<file path="src/matrix_pkg.sv">
package matrix_pkg;

    // rows and columns of the LED matrix
    parameter int matrix_size = 8;

    // row index of the scan
    typedef logic [$clog2(matrix_size)-1:0] row_t;

    // glyph codes, 12 to 15 all show a blank frame
    typedef enum logic [3:0] {
        GLYPH_0     = 4'd0,  // small dot
        GLYPH_1     = 4'd1,
        GLYPH_2     = 4'd2,
        GLYPH_3     = 4'd3,
        GLYPH_4     = 4'd4,  // full disc
        GLYPH_5     = 4'd5,  // all on
        GLYPH_6     = 4'd6,
        GLYPH_7     = 4'd7,
        GLYPH_8     = 4'd8,
        GLYPH_9     = 4'd9,
        GLYPH_10    = 4'd10,
        GLYPH_11    = 4'd11,
        GLYPH_BLANK = 4'd12
    } glyph_e;

    // colour mode of the whole frame
    typedef enum logic {
        COLOR_GREEN = 1'b0,  // green columns only
        COLOR_AMBER = 1'b1   // red mirrors green
    } color_e;

endpackage
</file>
<file path="src/disp_if.sv">
`timescale 1ns/1ps

interface disp_if;

    matrix_pkg::row_t   row_idx;      // current scan row
    logic               frame_start;  // first cycle of row 0
    matrix_pkg::glyph_e glyph;
    matrix_pkg::color_e color;
    logic               enable;       // registered st

    modport scan (
        output row_idx,
        output frame_start,
        input  enable
    );

    modport ctrl (
        input  frame_start,
        output glyph,
        output color,
        output enable
    );

    modport drv (
        input  row_idx,
        input  glyph,
        input  color,
        input  enable
    );

endinterface

</file>
<file path="src/matrix_display_top.sv">
`timescale 1ns/1ps

module matrix_display_top #(
    parameter int row_div = 4  // clocks per row, at least 1
) (
    input  logic       clk,
    input  logic       rst,
    input  logic       st,
    input  logic       temp,
    input  logic [3:0] num,
    output logic [7:0] row,
    output logic [7:0] colr,
    output logic [7:0] colg
);

    disp_if disp0 ();

    display_ctrl ctrl0 (
        .clk  (clk),
        .rst  (rst),
        .st   (st),
        .num  (num),
        .temp (temp),
        .disp (disp0.ctrl)
    );

    row_scanner #(
        .row_div (row_div)
    ) scan0 (
        .clk  (clk),
        .rst  (rst),
        .disp (disp0.scan)
    );

    matrix_driver drv0 (
        .clk  (clk),
        .rst  (rst),
        .disp (disp0.drv),
        .row  (row),
        .colr (colr),
        .colg (colg)
    );

endmodule

</file>
<file path="src/matrix_driver.sv">
`timescale 1ns/1ps

module matrix_driver (
    input  logic       clk,
    input  logic       rst,
    disp_if.drv        disp,
    output logic [7:0] row,
    output logic [7:0] colr,
    output logic [7:0] colg
);

    logic [matrix_pkg::matrix_size-1:0] pattern;
    logic [matrix_pkg::matrix_size-1:0] row_sel_n;

    glyph_rom rom0 (
        .glyph   (disp.glyph),
        .row_idx (disp.row_idx),
        .pattern (pattern)
    );

    // active-low one-hot row select
    assign row_sel_n = ~({{(matrix_pkg::matrix_size-1){1'b0}}, 1'b1} << disp.row_idx);

    always_ff @(posedge clk or posedge rst)
    begin
        if (rst)
        begin
            row  <= '1;
            colg <= '0;
            colr <= '0;
        end
        else if (!disp.enable)
        begin
            row  <= '1;  // blank
            colg <= '0;
            colr <= '0;
        end
        else
        begin
            row  <= row_sel_n;
            colg <= pattern;
            colr <= (disp.color == matrix_pkg::COLOR_AMBER) ? pattern : '0;
        end
    end

    // never two rows on at once
    a_row_onehot: assert property (@(posedge clk) disable iff (rst)
        (row == '1) || $onehot(~row));

endmodule

</file>
<file path="src/row_scanner.sv">
`timescale 1ns/1ps

module row_scanner #(
    parameter int row_div = 4
) (
    input  logic clk,
    input  logic rst,
    disp_if.scan disp
);

    localparam int pw = (row_div > 1) ? $clog2(row_div) : 1;
    localparam logic [pw-1:0] presc_last = pw'(row_div - 1);

    logic [pw-1:0] presc;
    logic          presc_wrap;

    assign presc_wrap = (presc == presc_last);

    always_ff @(posedge clk or posedge rst)
    begin
        if (rst)
        begin
            presc        <= '0;
            disp.row_idx <= '0;
        end
        else if (!disp.enable)
        begin
            presc        <= '0;  // park at row 0
            disp.row_idx <= '0;
        end
        else if (presc_wrap)
        begin
            presc        <= '0;
            disp.row_idx <= disp.row_idx + matrix_pkg::row_t'(1);  // 7 wraps to 0
        end
        else
        begin
            presc <= presc + pw'(1);
        end
    end

    // first cycle of row 0 including the first enabled cycle
    assign disp.frame_start = disp.enable && (presc == '0) && (disp.row_idx == '0);

    a_row_step: assert property (@(posedge clk) disable iff (rst)
        $changed(disp.row_idx) |->
            $past(presc_wrap && disp.enable) || (disp.row_idx == '0 && !$past(disp.enable)));

endmodule

</file>
<file path="src/display_ctrl.sv">
`timescale 1ns/1ps

module display_ctrl (
    input  logic       clk,
    input  logic       rst,
    input  logic       st,
    input  logic [3:0] num,
    input  logic       temp,
    disp_if.ctrl       disp
);

    matrix_pkg::glyph_e num_glyph;
    matrix_pkg::color_e temp_color;
    matrix_pkg::glyph_e glyph_q;
    matrix_pkg::color_e color_q;

    always_comb
    begin
        if (num < 4'd12)
            num_glyph = matrix_pkg::glyph_e'(num);
        else
            num_glyph = matrix_pkg::GLYPH_BLANK;  // codes 12..15
    end

    assign temp_color = temp ? matrix_pkg::COLOR_AMBER : matrix_pkg::COLOR_GREEN;

    always_ff @(posedge clk or posedge rst)
    begin
        if (rst)
        begin
            disp.enable <= 1'b0;
            glyph_q     <= matrix_pkg::GLYPH_BLANK;
            color_q     <= matrix_pkg::COLOR_GREEN;
        end
        else
        begin
            disp.enable <= st;
            if (!disp.enable)
            begin
                glyph_q <= matrix_pkg::GLYPH_BLANK;
                color_q <= matrix_pkg::COLOR_GREEN;
            end
            else if (disp.frame_start)
            begin
                glyph_q <= num_glyph;  // held for the whole frame
                color_q <= temp_color;
            end
        end
    end

    // the new glyph is already visible in the frame_start cycle,
    // so the driver registers row 0 with it
    always_comb
    begin
        if (!disp.enable)
        begin
            disp.glyph = matrix_pkg::GLYPH_BLANK;
            disp.color = matrix_pkg::COLOR_GREEN;
        end
        else if (disp.frame_start)
        begin
            disp.glyph = num_glyph;
            disp.color = temp_color;
        end
        else
        begin
            disp.glyph = glyph_q;
            disp.color = color_q;
        end
    end

    // latched glyph only moves at a frame boundary or while disabled
    a_glyph_stable: assert property (@(posedge clk) disable iff (rst)
        $changed({glyph_q, color_q}) |-> $past(disp.frame_start) || !$past(disp.enable));

endmodule

</file>
<file path="src/glyph_rom.sv">
`timescale 1ns/1ps

module glyph_rom (
    input  matrix_pkg::glyph_e glyph,
    input  matrix_pkg::row_t   row_idx,
    output logic [7:0]         pattern
);

    always_comb
    begin
        pattern = 8'b0000_0000;
        case (glyph)
            matrix_pkg::GLYPH_0:
                case (row_idx)
                    3'd2, 3'd5: pattern = 8'b0001_1000;
                    3'd3, 3'd4: pattern = 8'b0011_1100;
                    default:    pattern = 8'b0000_0000;
                endcase
            matrix_pkg::GLYPH_1:
                case (row_idx)
                    3'd2, 3'd5: pattern = 8'b0011_1000;
                    3'd3, 3'd4: pattern = 8'b0111_1100;
                    default:    pattern = 8'b0000_0000;
                endcase
            matrix_pkg::GLYPH_2:
                case (row_idx)
                    3'd2, 3'd5: pattern = 8'b0011_1100;
                    3'd3, 3'd4: pattern = 8'b0111_1110;
                    default:    pattern = 8'b0000_0000;
                endcase
            matrix_pkg::GLYPH_3:
                case (row_idx)
                    3'd1, 3'd6:             pattern = 8'b0011_1100;
                    3'd2, 3'd3, 3'd4, 3'd5: pattern = 8'b0111_1110;
                    default:                pattern = 8'b0000_0000;
                endcase
            matrix_pkg::GLYPH_4:
                case (row_idx)
                    3'd0, 3'd7: pattern = 8'b0011_1100;
                    3'd1, 3'd6: pattern = 8'b0111_1110;
                    default:    pattern = 8'b1111_1111;  // rows 2..5
                endcase
            matrix_pkg::GLYPH_5: pattern = 8'b1111_1111;
            matrix_pkg::GLYPH_6:
                case (row_idx)
                    3'd0: pattern = 8'b1100_0011;
                    3'd1: pattern = 8'b1110_0011;
                    3'd2: pattern = 8'b1111_0001;
                    3'd3: pattern = 8'b1110_0011;
                    3'd4: pattern = 8'b1100_0111;
                    3'd5: pattern = 8'b1110_0111;
                    3'd6: pattern = 8'b1111_0111;
                    default: pattern = 8'b1111_1011;
                endcase
            matrix_pkg::GLYPH_7:
                case (row_idx)
                    3'd1: pattern = 8'b0000_0001;
                    3'd2: pattern = 8'b1000_0001;
                    3'd3: pattern = 8'b1100_0011;
                    3'd4: pattern = 8'b1000_0011;
                    3'd5: pattern = 8'b1100_0111;
                    3'd6: pattern = 8'b1110_0111;
                    3'd7: pattern = 8'b1111_0011;
                    default: pattern = 8'b0000_0000;
                endcase
            matrix_pkg::GLYPH_8:
                case (row_idx)
                    3'd1: pattern = 8'b0011_1000;
                    3'd2: pattern = 8'b0100_0100;
                    3'd3: pattern = 8'b0101_1010;
                    3'd4: pattern = 8'b0100_1010;
                    3'd5: pattern = 8'b0011_0010;
                    3'd6: pattern = 8'b1100_0100;
                    3'd7: pattern = 8'b0011_1000;
                    default: pattern = 8'b0000_0000;
                endcase
            matrix_pkg::GLYPH_9:
                case (row_idx)
                    3'd2: pattern = 8'b0110_0000;
                    3'd3: pattern = 8'b1111_1100;
                    3'd4: pattern = 8'b0011_1111;
                    3'd5: pattern = 8'b0011_1110;
                    3'd6: pattern = 8'b0001_1100;
                    default: pattern = 8'b0000_0000;
                endcase
            matrix_pkg::GLYPH_10:
                case (row_idx)
                    3'd2:       pattern = 8'b0001_1000;
                    3'd3:       pattern = 8'b0011_1100;
                    3'd4, 3'd5: pattern = 8'b0111_1110;
                    3'd6:       pattern = 8'b0010_0100;
                    default:    pattern = 8'b0000_0000;
                endcase
            matrix_pkg::GLYPH_11:
                case (row_idx)
                    3'd0: pattern = 8'b1110_0000;
                    3'd1: pattern = 8'b0110_0000;
                    3'd2: pattern = 8'b1110_0000;
                    3'd3: pattern = 8'b0011_0000;
                    3'd4: pattern = 8'b0011_0001;
                    3'd5: pattern = 8'b0011_0011;
                    3'd6: pattern = 8'b0011_1110;
                    default: pattern = 8'b0001_1100;
                endcase
            default: pattern = 8'b0000_0000;  // blank
        endcase
    end

endmodule

</file>
<file path="config.mk">
export PLATFORM = sky130hd
export DESIGN_NAME = matrix_display_top
export DESIGN_NICKNAME = d
export VERILOG_FILES = /design/src/matrix_pkg.sv /design/src/disp_if.sv /design/src/matrix_display_top.sv /design/src/matrix_driver.sv /design/src/row_scanner.sv /design/src/display_ctrl.sv /design/src/glyph_rom.sv
export SDC_FILE = /design/constraint.sdc
export NUM_CORES = 1
export LEC_CHECK = 0
export BUFFER_PORTS_ARGS = -buffer_cell sky130_fd_sc_hd__buf_2
export CELL_PAD_IN_SITES_DETAIL_PLACEMENT = 1
export CELL_PAD_IN_SITES_GLOBAL_PLACEMENT = 1
export CORE_UTILIZATION = 40
export CTS_BUF_LIST = sky130_fd_sc_hd__clkbuf_16
export DETAILED_ROUTE_END_ITERATION = 7
export GPL_ROUTABILITY_DRIVEN = 0
export PLACE_DENSITY_LB_ADDON = 0.1
export SETUP_SLACK_MARGIN = 0.5
export SYNTH_ARGS = -nofsm -noshare
export SYNTH_HDL_FRONTEND = slang
export SYNTH_SLANG_ARGS = --single-unit
</file>
<file path="constraint.sdc">
create_clock -name clk -period 2.3 [get_ports clk]
set_clock_uncertainty 0.1 [all_clocks]
set_input_delay 0.115 -clock clk [delete_from_list [all_inputs] [get_ports clk]]
set_output_delay 0.115 -clock clk [all_outputs]
set_load 0.01 [all_outputs]
</file>
Word level (Yosys, flattened, before mapping). Cells that the tools add are included.

Flip-flop bits (word level): 35. Input bits: 8. Logic and storage cells: 73.

Add/subtract/negate cells: 2. $lt $le $gt $ge: 1. Eq/ne operators: 20. Shifts and indexed selects: 1. Multiplexer cells: 26. Bitwise gates (word level): 1. Reduce and logical (&&, ||, !) cells: 14.

Operators with widths (number): $pmux 8 s12 (1); $pmux 8 s6 (2); $pmux 8 s7 (1); $pmux 7 s2 (3); $pmux 8 s5 (1); $pmux 6 s6 (1); $mux 8 (4); $pmux 7 s4 (1); $eq 4x3->1 const B (4); $eq 4x4->1 const B (4); $pmux 8 s2 (1); $reduce_or 2->1 (8); $eq 3x3->1 const B (4); $mux 4 (3); $pmux 6 s2 (1); $eq 4x2->1 const B (2); $not 8->8 (1); $shl 1x3->8 const A (1); $eq 3x2->1 const B (2); $mux 3 (2); $eq 4x1->1 const B (1); $logic_not 4->1 (1); $lt 4x4->1 const B (1); $mux 2 (2); other kinds (10) (13).

Depth between registers and ports, before layout.
Depth in word-level cells: 9. Depth in mapped cells: 9. Depth with buffers taken out: 7.

By module. A second synthesis with hierarchy kept.

Cells, all modules: 241. Area total of the unflattened synthesis: 2155.8 um^2.

Modules (own cells, without submodules): glyph_rom (times used 1, cells an instance 143, area each 834.6 um^2, seq. area each 0.0 um^2); matrix_driver (times used 1, cells an instance 51, area each 798.3 um^2, seq. area each 610.6 um^2); row_scanner (times used 1, cells an instance 26, area each 270.3 um^2, seq. area each 125.1 um^2); display_ctrl (times used 1, cells an instance 21, area each 252.7 um^2, seq. area each 152.6 um^2).

Worst setup path before layout. No wires, ideal clock.

Path type: reg2reg. Start: register scan0.disp.row_idx[2]. End: register drv0.colr[2]. Data arrival time: 2230 ps. Data required time: 2047 ps. Slack: -183 ps. Stages on the path, launching flop included: 9. Path buffers: 2. Period minus slack after synthesis: 2483 ps. Cell sequence: dfrtp_1 buf_6 clkbuf_1 inv_1 ha_1 o21ai_0 nor3_1 nor4_2 a41oi_1.

Longest elaborated chain between the ends: 8.

RTL lines: from (decl) (RTL line disp_if.sv:12) `output row_idx,`; from (signal assigned) (RTL line row_scanner.sv:34) `disp.row_idx <= disp.row_idx + matrix_pkg::row_t'(1);`; $logic_not 3->1 (RTL line row_scanner.sv:43, glyph_rom.sv:45, glyph_rom.sv:95); $logic_and 1x1->1 (RTL line row_scanner.sv:43) `assign disp.frame_start = disp.enable && (presc == '0) && (disp.row_idx == '0);`; $mux 4 (RTL line display_ctrl.sv:60) `else if (disp.frame_start)`; $mux 4 (RTL line display_ctrl.sv:55) `if (!disp.enable)`; $eq 4x4->1 (tied with other cells) (RTL line glyph_rom.sv:12) `case (glyph)`; $pmux 8 s12 (RTL line glyph_rom.sv:12); $mux 8 * (RTL line matrix_driver.sv:42) `colr <= (disp.color == matrix_pkg::COLOR_AMBER) ? pattern : '0;`; $mux 8 * (RTL line matrix_driver.sv:32) `else if (!disp.enable)`; to (signal assigned) (RTL line matrix_driver.sv:42); to (decl) (RTL line matrix_driver.sv:8) `output logic [7:0] colr,`.

Every way passes the cells marked *; elsewhere a longest branch is shown, timed or not. A chain may end at the register's enable or synchronous reset.

Worst setup path after layout.
Start: register scan0.disp.row_idx[1]. End: register drv0.colr[6].

Longest elaborated chain between the ends: 8.

RTL lines (RTL line): $logic_not 3->1 (row_scanner.sv:43, glyph_rom.sv:38, glyph_rom.sv:95); $logic_and 1x1->1 (row_scanner.sv:43); $mux 4 (display_ctrl.sv:60); $mux 4 (display_ctrl.sv:55); $eq 4x4->1 (tied with other cells) (glyph_rom.sv:12); $pmux 8 s12 (glyph_rom.sv:12); $mux 8 * (matrix_driver.sv:42); $mux 8 * (matrix_driver.sv:32).

Marks and branches as above.

==> impl_metrics.csv <==
group,metric,value,unit
run_status,status,"completed",
floorplan,core,0.005608,mm²
route,wl,9433,µm
sta,slew_violations,0,
finish,final_area,0.003530,mm²
synthesis,ys_types,60,
synthesis,synth_ff_type,"dfrtp_1",
setup_path,crit_path_end_kind,"flip-flop",
synthesis,synth-edff-count,0,
placed_design,dp_hpwl,5566,µm
floorplan,die_x,79.20,µm
sta,max_freq,437.7,MHz
clock_network,h-tree-depth,2,
sta,finalSetupViolCount,0,
finish,fin_cells,400,
finish,areaGrowthSynthToFinish,48.08,%
synthesis,ys_ff_latch,35,
placed_design,io_buffers,31,
sta,finalHoldViolCount,0,
clock_network,cts_max_path_buffers,2,
global_routing,grt-ovfl-total,0,
route,wl_per_cell,23.58,µm
floorplan,initial_core_util,0.4250,
global_routing,grt_pass1_vias,2435,
sta,setup_ws,0.01547,ns
clock_network,numCtsBuffers,5,
placed_design,postPlaceCellArea,0.002899,mm²
route,vias_per_cell,6.358,
floorplan,ioPinCount,32,
route,ant_nets,0,
setup_path,reg2reg_setup_slack,0.02,ns
sta,setup_tns,0,ns
route,drt_first_pass_iters,5,
setup_path,critPathKind,"flip-flop to flip-flop",
floorplan,die_h,79.20,µm
global_routing,antenna_found_initial,0,
synthesis,synthCells,251,
finish,nets,350,
route,vias,2543,
clock_network,clk_latency,0.28,ns
setup_path,worstPathRequired,2.35,ns
finish,antennaDiodeCount,0,
synthesis,synthesis.nets,274,
setup_path,critical_path.startpoint_type,"flip-flop",
sta,min_period,2.285,ns
synthesis,synth_area_per_cell,9.496,µm²
hold_path,hp-class,"input port to flip-flop",
clock_network,cts-root-buf,"clkbuf_16",
job,cap_violations,0,
global_routing,track_usage,0.2830,
placed_design,dp_cells,373,
synthesis,yosysSeqAreaShare,0.3727,
floorplan,dieArea,0.006272,mm²
setup_path,arrival,2.34,ns
sta,slew-limit-headroom,0.5958,
pwr,power_leakage,1.571,nW
clock_network,cts_tree,"built",
clock_network,cts.clk_slew.worst_paths,0.06,ns
pwr,ir_drop,0.3574,mV
floorplan,num_rows,27,
global_routing,grt_max_degree,36,
sta,worstMarginPinSlew,0.5984,ns
synthesis,ys_warn_count,0,
setup_path,cp_max_fo,6,
pwr,power_density,585.4,mW/mm²
synthesis,async_flop_share,1.000,
sta,fin_crit_sh,0.9933,
global_routing,grt_pass1_wl,13230,µm
placed_design,dp_worst_setup_slack,-0.07147,ns
route,post-route-drc-count,0,
finish,drive_above_1_share,0.5152,
clock_network,cts.sink_count,35,
route,drt-initial-drc-count,341,
synthesis,netlist_area,0.002384,mm²
sta,rsz0062_at_grt,"yes",
==> registers in the layout, summed over array words and instances (netlist names) <==
name	count
drv0.colg	8
drv0.row	8
scan0.disp.row_idx	3
scan0.presc	2
drv0.colr	8
ctrl0.color_q	1
ctrl0.disp.enable	1
ctrl0.glyph_q	4
==> report_power, final <==
part | switching [mW] | internal [mW] | leakage (nW)
clock network | 0.265 | 0.511 | 0.0838
registers | 0.0379 | 0.662 | 0.442
logic | 0.335 | 0.256 | 1.05
==> final timing paths <==
path	startpoint	endpoint	cells past startpoint
max	scan0.disp.row_idx[1]	drv0.colr[6]	8
min	num[3]	ctrl0.glyph_q[3]	3
max reg2reg	scan0.disp.row_idx[1]	drv0.colr[6]	8
min reg2reg	ctrl0.glyph_q[3]	ctrl0.glyph_q[3]	2
max in group asynchronous	rst	drv0.row[2]	4
min in group asynchronous	rst	drv0.colr[0]	4
==> kinds of logic (layout without fill, tap and decap cells) <==
group           after synthesis  after routing  share of synthesized area
simple gates                104            105                     0.2436
compound gates               64             64                     0.2273
flops                        35             35                     0.3727
buf+inv                      28            104                    0.05511
fa+ha+maj                    15             15                    0.07874
mux                           4              4                    0.01890
xor+xnor                      1              1                   0.003675
==> per-stage QoR <==
stage / utilization / hold slack [ns] / power, mW
2_1_floorplan: - / 0.04643 / 0.9841
3_3_place_gp: 0.5170 / 0.1264 / 1.106
3_5_place_dp: 0.5170 / 0.1276 / 1.120
4_1_cts: 0.5942 / 0.07829 / 1.991
5_1_grt: 0.6294 / 0.1457 / 2.138
6_report: 0.6294 / 0.1073 / 2.066
==> layout make-up <==
cell class / count / area, µm²
repair buffers: 82 / 575.6
inverters: 14 / 57.56
multi-input cells: 189 / 1747
clock buffers: 5 / 125.1
clock inverters: 3 / 43.79
flip-flops and latches: 35 / 890.9
well taps: 72 / 90.09
fillers: 622 / 2078
==> cells in the final DEF, fill, tap and decap left out, drive strengths merged, types with 7 or more instances in the layout <==
| master | count |
|---|---|
| a41oi | 7 |
| a211oi | 8 |
| buf | 80 |
| a21oi | 12 |
| nand3 | 14 |
| inv | 14 |
| nand2 | 24 |
| ha | 15 |
| dfrtp | 25 |
| nand4 | 10 |
| dfstp | 10 |
| nor2 | 19 |
==> critical path: stages (launching register included) <==
cell and delay (ns):
dfrtp_2 0.40, inv_4 0.05, ha_4 0.18, and4b_4 0.24, a32oi_4 0.41, nor2_2 0.07, a222oi_1 0.42, buf_4 0.20
a41oi_2 0.08
==> routing by layer <==
metal  vias up  track usage  wire length [µm]
met5         -            0                 0
met4         0       0.1109               371
met3        37      0.04943               574
met2       135       0.4776              4668
met1      1282       0.3570              3819
li1       1089            -                 -
==> synth_stat cells, types with 3 or more instances <==
master,n,share of area
a211oi_1,8,0.025
a21oi_1,11,0.023
a22oi_1,4,0.013
a41oi_1,7,0.026
and2_1,4,0.010
and3_1,3,0.0079
and3b_1,3,0.011
buf_2,3,0.0063
clkbuf_1,6,0.0094
dfrtp_1,25,0.26
dfstp_2,10,0.11
ha_1,15,0.079
inv_1,14,0.022
nand2_1,24,0.038
nand3_1,14,0.029
nand4_1,10,0.026
nor2_1,19,0.030
nor2b_1,5,0.013
nor3_1,6,0.013
o21ai_0,6,0.013
o22ai_1,3,0.0079
==> what timing repair did <==
item                                    CTS  global route
endpoints found under the hold margin    26             0
gates resized for setup                  25            31
hold buffers                              2             0
buffers inserted                         12             4
endpoints found under the setup margin   16            17
cloned                                    0             1
pin swaps                                13            18
Power figures use the tool's default switching activity.
